--- src/rtl/term_pkg.sv ---
// terminal router package with terminal addresses, bus widths and memory command limits
`default_nettype none

package term_pkg;

   typedef logic [15:0] term_addr_t;
   typedef logic [31:0] reg_addr_t;
   typedef logic [31:0] word_t;
   typedef logic [15:0] status_t;

   // memory controller user port fields
   typedef logic [2:0]  mem_instr_t;
   typedef logic [5:0]  mem_bl_t;
   typedef logic [29:0] mem_addr_t;

   // word counts up to READ_AHEAD_WORDS plus one burst
   typedef logic [6:0]  word_cnt_t;

   localparam term_addr_t TERM_DRAM       = 16'd2;
   localparam term_addr_t TERM_DUMMY_FPGA = 16'd255;

   // odd register address, the even one gets the inverse
   localparam word_t DUMMY_PATTERN = 32'hBBAA9988;

   localparam mem_instr_t MEM_INSTR_WRITE = 3'd0;
   localparam mem_instr_t MEM_INSTR_READ  = 3'd1;

   localparam int BURST_WORDS      = 16;
   localparam int READ_AHEAD_WORDS = 32;
   localparam int BYTES_PER_WORD   = 4;

   localparam int CMD_QUEUE_DEPTH = 4;
   localparam int CMD_QUEUE_PTR_W = $clog2(CMD_QUEUE_DEPTH);

   typedef logic [CMD_QUEUE_PTR_W-1:0] queue_ptr_t;
   typedef logic [CMD_QUEUE_PTR_W:0]   queue_cnt_t;

endpackage

`default_nettype wire

--- src/rtl/dram_cmd_if.sv ---
// memory command link from the command builder into the command queue
`timescale 1ns/1ns
`default_nettype none

interface dram_cmd_if import term_pkg::*; ();

   // one command per cycle with push high and full low
   logic       push;
   mem_instr_t instr;
   mem_bl_t    bl;
   mem_addr_t  byte_addr;

   // queue at capacity
   logic       full;

   modport builder (
      output push,
      output instr,
      output bl,
      output byte_addr,
      input  full
   );

   modport queue (
      input  push,
      input  instr,
      input  bl,
      input  byte_addr,
      output full
   );

endinterface

`default_nettype wire

--- src/rtl/terminal_mux.sv ---
// terminal mux, decodes the host terminal address and selects the answering terminal
`timescale 1ns/1ns
`default_nettype none

module terminal_mux import term_pkg::*; (
   input  wire term_addr_t di_term_addr,
   input  wire reg_addr_t  di_reg_addr,
   input  wire             di_read,
   input  wire             di_write,
   input  wire             di_read_mode,
   input  wire             di_write_mode,

   input  wire             pt_read_rdy,
   input  wire             pt_write_rdy,
   input  wire word_t      pt_reg_datao,
   input  wire status_t    pt_transfer_status,

   input  wire             dram_read_rdy,
   input  wire             dram_write_rdy,
   input  wire word_t      dram_reg_datao,

   output logic            dram_read,
   output logic            dram_write,
   output logic            dram_read_mode,
   output logic            dram_write_mode,

   output logic            di_read_rdy,
   output logic            di_write_rdy,
   output word_t           di_reg_datao,
   output status_t         di_transfer_status
);

   logic term_dram;
   logic term_dummy;

   assign term_dram  = (di_term_addr == TERM_DRAM);
   assign term_dummy = (di_term_addr == TERM_DUMMY_FPGA);

   // dram path only sees its own traffic
   assign dram_read       = term_dram & di_read;
   assign dram_write      = term_dram & di_write;
   assign dram_read_mode  = term_dram & di_read_mode;
   assign dram_write_mode = term_dram & di_write_mode;

   always_comb begin
      if (term_dram) begin
         di_reg_datao       = dram_reg_datao;
         di_read_rdy        = dram_read_rdy;
         di_write_rdy       = dram_write_rdy;
         // dram terminal never flags an error
         di_transfer_status = '0;
      end else if (term_dummy) begin
         di_reg_datao       = di_reg_addr[0] ? DUMMY_PATTERN : ~DUMMY_PATTERN;
         di_read_rdy        = 1'b1;
         di_write_rdy       = 1'b1;
         di_transfer_status = '0;
      end else begin
         // everything else belongs to the project logic
         di_reg_datao       = pt_reg_datao;
         di_read_rdy        = pt_read_rdy;
         di_write_rdy       = pt_write_rdy;
         di_transfer_status = pt_transfer_status;
      end
   end

endmodule

`default_nettype wire

--- src/rtl/dram_cmd_builder.sv ---
// dram terminal, turns host strobes into memory port write data, burst commands and read pops
`timescale 1ns/1ns
`default_nettype none

module dram_cmd_builder import term_pkg::*; (
   input  wire             ifclk,
   input  wire             rst,
   input  wire             dram_read,
   input  wire             dram_write,
   input  wire             dram_read_mode,
   input  wire             dram_write_mode,
   input  wire reg_addr_t  di_reg_addr,
   input  wire word_t      di_len,
   input  wire word_t      di_reg_datai,
   input  wire word_t      mem_rd_data,
   input  wire             mem_rd_empty,

   output logic            dram_read_rdy,
   output logic            dram_write_rdy,
   output word_t           dram_reg_datao,
   output logic            mem_wr_en,
   output word_t           mem_wr_data,
   output logic            mem_rd_en,

   dram_cmd_if.builder     cmd
);

   typedef enum logic [1:0] {
      idle,
      writing,
      write_flush,
      reading
   } state_t;

   state_t    state;
   word_cnt_t wr_pend;
   word_cnt_t wr_pend_next;
   word_cnt_t rd_burst;
   word_cnt_t rd_flight;
   word_cnt_t cmd_words;
   word_t     rd_left;
   mem_addr_t next_addr;
   logic      burst_full;
   logic      wr_push;
   logic      rd_push;
   logic      start;

   assign start      = (state == idle) && (dram_write_mode || dram_read_mode);
   assign burst_full = (wr_pend == word_cnt_t'(BURST_WORDS));

   // full burst leaves as soon as the queue has room, flush takes whatever is left
   assign wr_push = !cmd.full &&
                    ((state == writing && burst_full) || state == write_flush);

   assign rd_burst = (rd_left > BURST_WORDS) ? word_cnt_t'(BURST_WORDS)
                                              : word_cnt_t'(rd_left);

   // keep issued but unpopped words within the read-ahead window
   assign rd_push = !cmd.full && (state == reading) && (rd_left != '0) &&
                    (rd_flight + rd_burst <= READ_AHEAD_WORDS);

   assign cmd_words    = wr_push ? wr_pend : rd_burst;
   assign wr_pend_next = (wr_push ? word_cnt_t'(0) : wr_pend) + word_cnt_t'(dram_write);

   assign cmd.push      = wr_push | rd_push;
   assign cmd.instr     = wr_push ? MEM_INSTR_WRITE : MEM_INSTR_READ;
   assign cmd.bl        = mem_bl_t'(cmd_words - 1'b1);
   assign cmd.byte_addr = next_addr;

   assign dram_write_rdy = !(burst_full && cmd.full);

   // read side is the memory read fifo itself
   assign dram_read_rdy  = !mem_rd_empty;
   assign dram_reg_datao = mem_rd_data;
   assign mem_rd_en      = dram_read;

   always_ff @(posedge ifclk) begin
      if (rst) begin
         state     <= idle;
         wr_pend   <= '0;
         rd_left   <= '0;
         rd_flight <= '0;
         mem_wr_en <= 1'b0;
      end else begin
         mem_wr_en <= dram_write;
         wr_pend   <= wr_pend_next;
         rd_flight <= rd_flight + (rd_push ? rd_burst : word_cnt_t'(0))
                      - word_cnt_t'(mem_rd_en);

         case (state)
            idle: begin
               if (dram_write_mode) begin
                  state <= writing;
               end else if (dram_read_mode) begin
                  rd_left <= di_len;
                  state   <= reading;
               end
            end
            writing: begin
               // mode fell, send out the tail if any words are left
               if (!dram_write_mode) begin
                  state <= (wr_pend_next != '0) ? write_flush : idle;
               end
            end
            write_flush: begin
               if (wr_push) begin
                  state <= idle;
               end
            end
            reading: begin
               if (rd_push) begin
                  rd_left <= rd_left - rd_burst;
               end
               if (!dram_read_mode) begin
                  rd_left <= '0;
                  state   <= idle;
               end
            end
            default: state <= idle;
         endcase
      end
   end

   // base byte address on mode rise, then advance by each command's words
   always_ff @(posedge ifclk) begin
      mem_wr_data <= di_reg_datai;
      if (start) begin
         next_addr <= mem_addr_t'(di_reg_addr * BYTES_PER_WORD);
      end else if (cmd.push) begin
         next_addr <= next_addr + mem_addr_t'(cmd_words * BYTES_PER_WORD);
      end
   end

endmodule

`default_nettype wire

--- src/rtl/dram_cmd_queue.sv ---
// command fifo between the builder and the memory port, holds commands while the port is full
`timescale 1ns/1ns
`default_nettype none

module dram_cmd_queue import term_pkg::*; (
   input  wire          ifclk,
   input  wire          rst,
   input  wire          mem_cmd_full,

   dram_cmd_if.queue    cmd,

   output logic         mem_cmd_en,
   output mem_instr_t   mem_cmd_instr,
   output mem_bl_t      mem_cmd_bl,
   output mem_addr_t    mem_cmd_byte_addr
);

   mem_instr_t instr_q [CMD_QUEUE_DEPTH];
   mem_bl_t    bl_q    [CMD_QUEUE_DEPTH];
   mem_addr_t  addr_q  [CMD_QUEUE_DEPTH];

   queue_ptr_t wr_ptr;
   queue_ptr_t rd_ptr;
   queue_cnt_t fill;
   logic       push;

   assign cmd.full = (fill == queue_cnt_t'(CMD_QUEUE_DEPTH));
   assign push     = cmd.push && !cmd.full;

   // head command goes out whenever the port takes it
   assign mem_cmd_en        = (fill != '0) && !mem_cmd_full;
   assign mem_cmd_instr     = instr_q[rd_ptr];
   assign mem_cmd_bl        = bl_q[rd_ptr];
   assign mem_cmd_byte_addr = addr_q[rd_ptr];

   always_ff @(posedge ifclk) begin
      if (push) begin
         instr_q[wr_ptr] <= cmd.instr;
         bl_q[wr_ptr]    <= cmd.bl;
         addr_q[wr_ptr]  <= cmd.byte_addr;
      end
   end

   always_ff @(posedge ifclk) begin
      if (rst) begin
         wr_ptr <= '0;
         rd_ptr <= '0;
         fill   <= '0;
      end else begin
         if (push) begin
            wr_ptr <= wr_ptr + 1'b1;
         end
         if (mem_cmd_en) begin
            rd_ptr <= rd_ptr + 1'b1;
         end
         case ({push, mem_cmd_en})
            2'b10:   fill <= fill + 1'b1;
            2'b01:   fill <= fill - 1'b1;
            default: fill <= fill;
         endcase
      end
   end

endmodule

`default_nettype wire

--- src/rtl/term_router_top.sv ---
// terminal router top, connects host transfers to the dummy, dram and project terminals
`timescale 1ns/1ns
`default_nettype none

module term_router_top import term_pkg::*; (
   input  wire             ifclk,
   input  wire             rst,

   // host side
   input  wire term_addr_t di_term_addr,
   input  wire reg_addr_t  di_reg_addr,
   input  wire word_t      di_len,
   input  wire             di_read_mode,
   input  wire             di_write_mode,
   input  wire             di_read,
   input  wire             di_write,
   input  wire word_t      di_reg_datai,
   output logic            di_read_rdy,
   output logic            di_write_rdy,
   output word_t           di_reg_datao,
   output status_t         di_transfer_status,

   // project terminal responses
   input  wire             pt_read_rdy,
   input  wire             pt_write_rdy,
   input  wire word_t      pt_reg_datao,
   input  wire status_t    pt_transfer_status,

   // memory controller user port
   output logic            mem_cmd_en,
   output mem_instr_t      mem_cmd_instr,
   output mem_bl_t         mem_cmd_bl,
   output mem_addr_t       mem_cmd_byte_addr,
   input  wire             mem_cmd_full,
   output logic            mem_wr_en,
   output word_t           mem_wr_data,
   output logic            mem_rd_en,
   input  wire word_t      mem_rd_data,
   input  wire             mem_rd_empty
);

   logic  dram_read;
   logic  dram_write;
   logic  dram_read_mode;
   logic  dram_write_mode;
   logic  dram_read_rdy;
   logic  dram_write_rdy;
   word_t dram_reg_datao;

   dram_cmd_if cmd_link ();

   terminal_mux u_terminal_mux (
      .di_term_addr       (di_term_addr),
      .di_reg_addr        (di_reg_addr),
      .di_read            (di_read),
      .di_write           (di_write),
      .di_read_mode       (di_read_mode),
      .di_write_mode      (di_write_mode),
      .pt_read_rdy        (pt_read_rdy),
      .pt_write_rdy       (pt_write_rdy),
      .pt_reg_datao       (pt_reg_datao),
      .pt_transfer_status (pt_transfer_status),
      .dram_read_rdy      (dram_read_rdy),
      .dram_write_rdy     (dram_write_rdy),
      .dram_reg_datao     (dram_reg_datao),
      .dram_read          (dram_read),
      .dram_write         (dram_write),
      .dram_read_mode     (dram_read_mode),
      .dram_write_mode    (dram_write_mode),
      .di_read_rdy        (di_read_rdy),
      .di_write_rdy       (di_write_rdy),
      .di_reg_datao       (di_reg_datao),
      .di_transfer_status (di_transfer_status)
   );

   dram_cmd_builder u_dram_cmd_builder (
      .ifclk           (ifclk),
      .rst             (rst),
      .dram_read       (dram_read),
      .dram_write      (dram_write),
      .dram_read_mode  (dram_read_mode),
      .dram_write_mode (dram_write_mode),
      .di_reg_addr     (di_reg_addr),
      .di_len          (di_len),
      .di_reg_datai    (di_reg_datai),
      .mem_rd_data     (mem_rd_data),
      .mem_rd_empty    (mem_rd_empty),
      .dram_read_rdy   (dram_read_rdy),
      .dram_write_rdy  (dram_write_rdy),
      .dram_reg_datao  (dram_reg_datao),
      .mem_wr_en       (mem_wr_en),
      .mem_wr_data     (mem_wr_data),
      .mem_rd_en       (mem_rd_en),
      .cmd             (cmd_link.builder)
   );

   dram_cmd_queue u_dram_cmd_queue (
      .ifclk             (ifclk),
      .rst               (rst),
      .mem_cmd_full      (mem_cmd_full),
      .cmd               (cmd_link.queue),
      .mem_cmd_en        (mem_cmd_en),
      .mem_cmd_instr     (mem_cmd_instr),
      .mem_cmd_bl        (mem_cmd_bl),
      .mem_cmd_byte_addr (mem_cmd_byte_addr)
   );

endmodule

`default_nettype wire

--- config.mk ---
export PLATFORM = sky130hd
export DESIGN_NAME = term_router_top
export DESIGN_NICKNAME = d
export VERILOG_FILES = /design/src/rtl/term_pkg.sv /design/src/rtl/dram_cmd_if.sv /design/src/rtl/terminal_mux.sv /design/src/rtl/dram_cmd_builder.sv /design/src/rtl/dram_cmd_queue.sv /design/src/rtl/term_router_top.sv
export SDC_FILE = /design/constraint.sdc
export NUM_CORES = 1
export LEC_CHECK = 0
export ABC_AREA = 1
export BUFFER_PORTS_ARGS = -buffer_cell sky130_fd_sc_hd__buf_2
export CORE_MARGIN = 5
export CORE_UTILIZATION = 25
export DETAILED_ROUTE_END_ITERATION = 6
export GPL_TIMING_DRIVEN = 0
export PLACE_DENSITY_LB_ADDON = 0.12
export SLEW_MARGIN = 20
export SYNTH_ARGS = -nofsm -noshare
export SYNTH_HDL_FRONTEND = slang
export SYNTH_SLANG_ARGS = --single-unit
--- constraint.sdc ---
create_clock -name ifclk -period 7.5 [get_ports ifclk]
set_input_delay 0.375 -clock ifclk [delete_from_list [all_inputs] [get_ports ifclk]]
set_output_delay 0.375 -clock ifclk [all_outputs]
set_load 0.01 [all_outputs]
==> run summary <==
• Final Slew Violations: 0
• clock sink total: 258
• global-route wire length before repair: 67700 um
• half-perimeter wire length after detailed placement: 33600 um
• insertion delay of the later-clocked pin in the worst-skew pair: 0.54 ns
• fraction of synthesized area in multiplexers: 0%
• number of flip-flops and latches in the synthesized netlist: 258
• layout overhead on the synthesized area: 31.4%
• final setup violation count: 0
• count of unresolved DRC violations after routing: 0
• number of warning messages in the yosys log: 0
• maximum clock skew at final layout: 0.0319 ns
• setup slack of the critical path after layout: 2.78 ns
• leakage power summed over all cells: 7.17 nW
• placement-stage cell area: 15600 um2
• Yosys cell types: 57
• data arrival at the endpoint of the critical path: 5.18 ns
• first drt pass iteration count: 7
• remaining max-slew budget at the tightest pin: 41.6%
• Synth Instances: 1486
• floorplan core area: 51300 um2
• standard-cell rows: 83
• unrepaired setup endpoints after global routing: no
• Worst Setup Start Kind: flop
• Req. time, crit path: 7.96 ns
• Initial Utilization: 25.2%
• clock power share: 26.6%
• maximum cell stage delay along the critical path: 0.47 ns
• EDFF count, synth: 168
• number of buffers on the longest clock path: 3
• beginning of the worst register-to-register path: u_dram_cmd_builder.rd_left[6]
• global placer's final weighted congestion: 0.855
• FF+latch area: 6850 um2
• hold bufs inserted after CTS: 32
• routing usage on met1: 20.7%
• combinational family with the most area after synthesis: simple AND/OR/NAND/NOR gates
• share of synthesized flip-flops with an asynchronous set or reset: 0%
• total track usage: 15.4%
• synthesized area: 12900 um2
• post-synthesis compound-gate area fraction: 13.6%
• maximum level of the CTS H-tree: 2
• Clock transition at path regs: 0.06 ns
• number of port buffers: 316
• Global Route met3 Usage: 2.46%
• fillers: 5502
• worst-case vdd ir drop: 0.204 mV
• critical-path maximum fanout: 5
• worst slack, placed: 2.75 ns
• die width: 238 um
• end point of the most critical hold path: u_dram_cmd_builder.mem_wr_en
• sequential cell area fraction in the yosys report: 52.9%
• average via count per standard cell: 4.51
• P_int: 3.56 mW
• routed length per placed instance: 17.5 um
• slowest stage cell, crit path: sky130_fd_sc_hd__fa_1
• relative contribution of sequential cells to total power: 34.4%
• Total Die Area: 56400 um2
• area occupied by multi-input gates: 5320 um2
• share of the synthesized netlist area taken by xor and xnor gates: 1.62%
• die outline height: 238 um
• gr busiest metal: met2
• met2 Use GR: 26.0%
• number of hold-slack violations in the final timing report: 0
• postcts setup bufs: 0
• endpoint type of the worst setup path: flop
• post-route ant nets: 0
• CTS tree: done
• net load switching power: 2.38 mW
• ports placed on the boundary: 326
• r2r endpoint: u_dram_cmd_builder.rd_flight[6]
• adder-cell area share of the yosys netlist: 4.39%
• total power divided by cell area: 349 nW/um2
• area share of the largest cell type after synthesis: 39.0%
• Avg Inst Size Synth: 8.71 um2
• class of the most critical hold timing path: primary input to flop
• GRT Residual Overflow: 0
• fraction of final layout cells sized beyond drive strength 1: 23.4%
• type of the worst setup path: flop to flop
• number of global-route vias before repair: 11377
• simple-gate portion of the synthesized area: 21.0%
• largest area contributor in the netlist: sky130_fd_sc_hd__edfxtp_1
• run status: finished clean
• start point of the worst min-delay path: di_write
• pin count of the biggest net entering global routing: 29
• Iteration-0 DRC Markers: 639
• Main synth FF type: sky130_fd_sc_hd__edfxtp_1
• detailed-route via count: 11667
• cell count of the worst hold path: 3
• final critical-path required period: 4.72 ns
• nets@finish: 2128
• post-route cell area: 17000 um2
• count of instances resized after the clock tree is built: 0
• cell mode on critical path: sky130_fd_sc_hd__nand2_1
• post-route clock period utilization: 62.9%
• initial antenna violation count: 0
• length in cells of the worst reg-to-reg path: 23
• proportion of power drawn by combinational gates: 39.0%
• root cell of the clock tree: sky130_fd_sc_hd__clkbuf_16
• Inserted Clock Buffers: 34
• most area-consuming cells after synthesis: sky130_fd_sc_hd__edfxtp_1 39%, sky130_fd_sc_hd__dfxtp_1 14%, sky130_fd_sc_hd__nand2_1 7.3%, sky130_fd_sc_hd__nor2_1 6.8%, sky130_fd_sc_hd__o21ai_0 5.9%
• highest clock rate: 212 MHz
• Worst Max-Slew Pin Slew: 0.876 ns
• max capacitance violation total: 0
• worst reg2reg setup slack: 2.78 ns
• post-detailed-routing wire length: 45200 um
• setup total negative slack: 0 ns
• switch share: 40.1%
• ordered cell list for the critical path: nor2_1 -> nand2_2 -> inv_1 -> nand2_2 -> nor2_4 -> nand2_1 -> clkinv_1 -> ha_1 -> fa_1 -> nor3_1 -> nand3_1 -> nand2_1 -> nand3b_2 -> inv_1 -> nand2_1 -> ha_1 -> fa_1 -> o31ai_1 -> a21oi_1 -> o21ba_2 -> nand2_1 -> nand2_1 -> nor2_1
-- cell usage after synthesis, types with 11 or more instances --
| cell type | instances |
|---|---|
| sky130_fd_sc_hd__a21oi_1 | 89 |
| sky130_fd_sc_hd__clkbuf_1 | 43 |
| sky130_fd_sc_hd__dfxtp_1 | 90 |
| sky130_fd_sc_hd__edfxtp_1 | 168 |
| sky130_fd_sc_hd__ha_1 | 39 |
| sky130_fd_sc_hd__inv_1 | 125 |
| sky130_fd_sc_hd__nand2_1 | 251 |
| sky130_fd_sc_hd__nand2_2 | 11 |
| sky130_fd_sc_hd__nand3_1 | 57 |
| sky130_fd_sc_hd__nand4_1 | 17 |
| sky130_fd_sc_hd__nor2_1 | 236 |
| sky130_fd_sc_hd__nor3_1 | 17 |
| sky130_fd_sc_hd__o21ai_0 | 153 |
| sky130_fd_sc_hd__o21ai_1 | 32 |
| sky130_fd_sc_hd__o22ai_1 | 35 |
| sky130_fd_sc_hd__xor2_1 | 14 |
-- sequential cells by signal, summed over array words and instances (netlist names), named ones only --
signal,flops
u_dram_cmd_queue.instr_q,4
u_dram_cmd_builder.wr_pend,7
u_dram_cmd_queue.fill,3
u_dram_cmd_builder.mem_wr_data,32
u_dram_cmd_queue.rd_ptr,2
u_dram_cmd_queue.addr_q,112
u_dram_cmd_queue.bl_q,24
u_dram_cmd_builder.state,2
u_dram_cmd_builder.mem_wr_en,1
u_dram_cmd_builder.rd_left,32
u_dram_cmd_builder.rd_flight,7
u_dram_cmd_queue.wr_ptr,2
u_dram_cmd_builder.cmd.byte_addr,28
-- how the worst max path moves through the flow --
stage	start	to	depth (start not counted)
floorplan	u_dram_cmd_builder.rd_left[16]	u_dram_cmd_queue.addr_q[0][10]	16
finish	u_dram_cmd_builder.rd_left[6]	u_dram_cmd_builder.rd_flight[6]	23
detailed placement	u_dram_cmd_builder.rd_left[6]	u_dram_cmd_builder.rd_flight[6]	24
global route	u_dram_cmd_builder.rd_left[6]	u_dram_cmd_builder.rd_flight[6]	22
CTS	u_dram_cmd_builder.rd_left[6]	u_dram_cmd_builder.rd_flight[6]	24
global placement	u_dram_cmd_builder.rd_left[6]	u_dram_cmd_queue.addr_q[0][19]	17
-- power groups by stage --
stage / combinational (mW) / sequential [mW] / clock, mW
after floorplan: 1.53 / 2.01 / 0
after global placement: 2.28 / 2.08 / 0
after detailed placement: 2.34 / 2.07 / 0
after CTS: 2.37 / 2.05 / 1.64
after global routing: 2.60 / 2.08 / 1.70
final: 2.32 / 2.04 / 1.58
-- layer usage --
metal	vias to the layer above	part of all wire [%]
met2	260	48
met1	5515	46
met3	56	4.6
met4	0	1.8
met5	-	0
li1	5836	-
-- worst max-delay path: cells and delay by family (launching register included) --
family          cells  cell delay (ns)
compound gates      3             0.81
fa+ha+maj           4             1.38
buf+inv             3             0.44
flops               1             0.33
simple gates       13             1.69
-- cells by family (layout without fill, tap and decap cells) --
kind of cell	count (synthesis)	count (layout)
XOR/XNOR	24	24
AO/OA/AOI/OAI	332	332
flip-flops	258	258
AND/OR/NAND/NOR	627	627
other	2	9
buffers and inverters	200	614
adder cells (fa/ha/maj)	43	43
-- cell usage in the layout, fill, tap and decap left out, drive strengths merged, types with 20 or more instances in the layout --
| master | n |
|---|---|
| clkbuf | 89 |
| dlygate4sd3 | 32 |
| nand3 | 61 |
| ha | 39 |
| inv | 136 |
| o21ai | 186 |
| nor3 | 20 |
| nand2 | 265 |
| buf | 342 |
| o22ai | 36 |
| nor2 | 249 |
| dfxtp | 90 |
| edfxtp | 168 |
| a21oi | 89 |
-- layout make-up --
| type | instances | share of cell area [%] |
|---|---|---|
| Clock buffer | 46 | 5.51 |
| Sequential cell | 258 | 40.2 |
| Antenna cell | 1 | 0.0147 |
| Clock inverter | 13 | 0.765 |
| Buffer | 62 | 1.81 |
| Tap cell | 680 | 5.00 |
| Multi-Input combinational cell | 1034 | 31.3 |
| Timing Repair Buffer | 355 | 12.3 |
| Inverter | 138 | 3.10 |
-- stage by stage --
stage | hold slack, ns | cells | util [%] | power [mW]
final | 0.111 | 2587 | 33.2 | 5.94
after global routing | 0.0853 | 2586 | 33.2 | 6.38
after global placement | 0.446 | 2488 | 30.0 | 4.36
after floorplan | 0.403 | 1492 | - | 3.55
after detailed placement | 0.454 | 2495 | 30.4 | 4.42
after CTS | 0.0701 | 2586 | 33.2 | 6.06
Note: power is estimated with default switching activity, not from simulation.
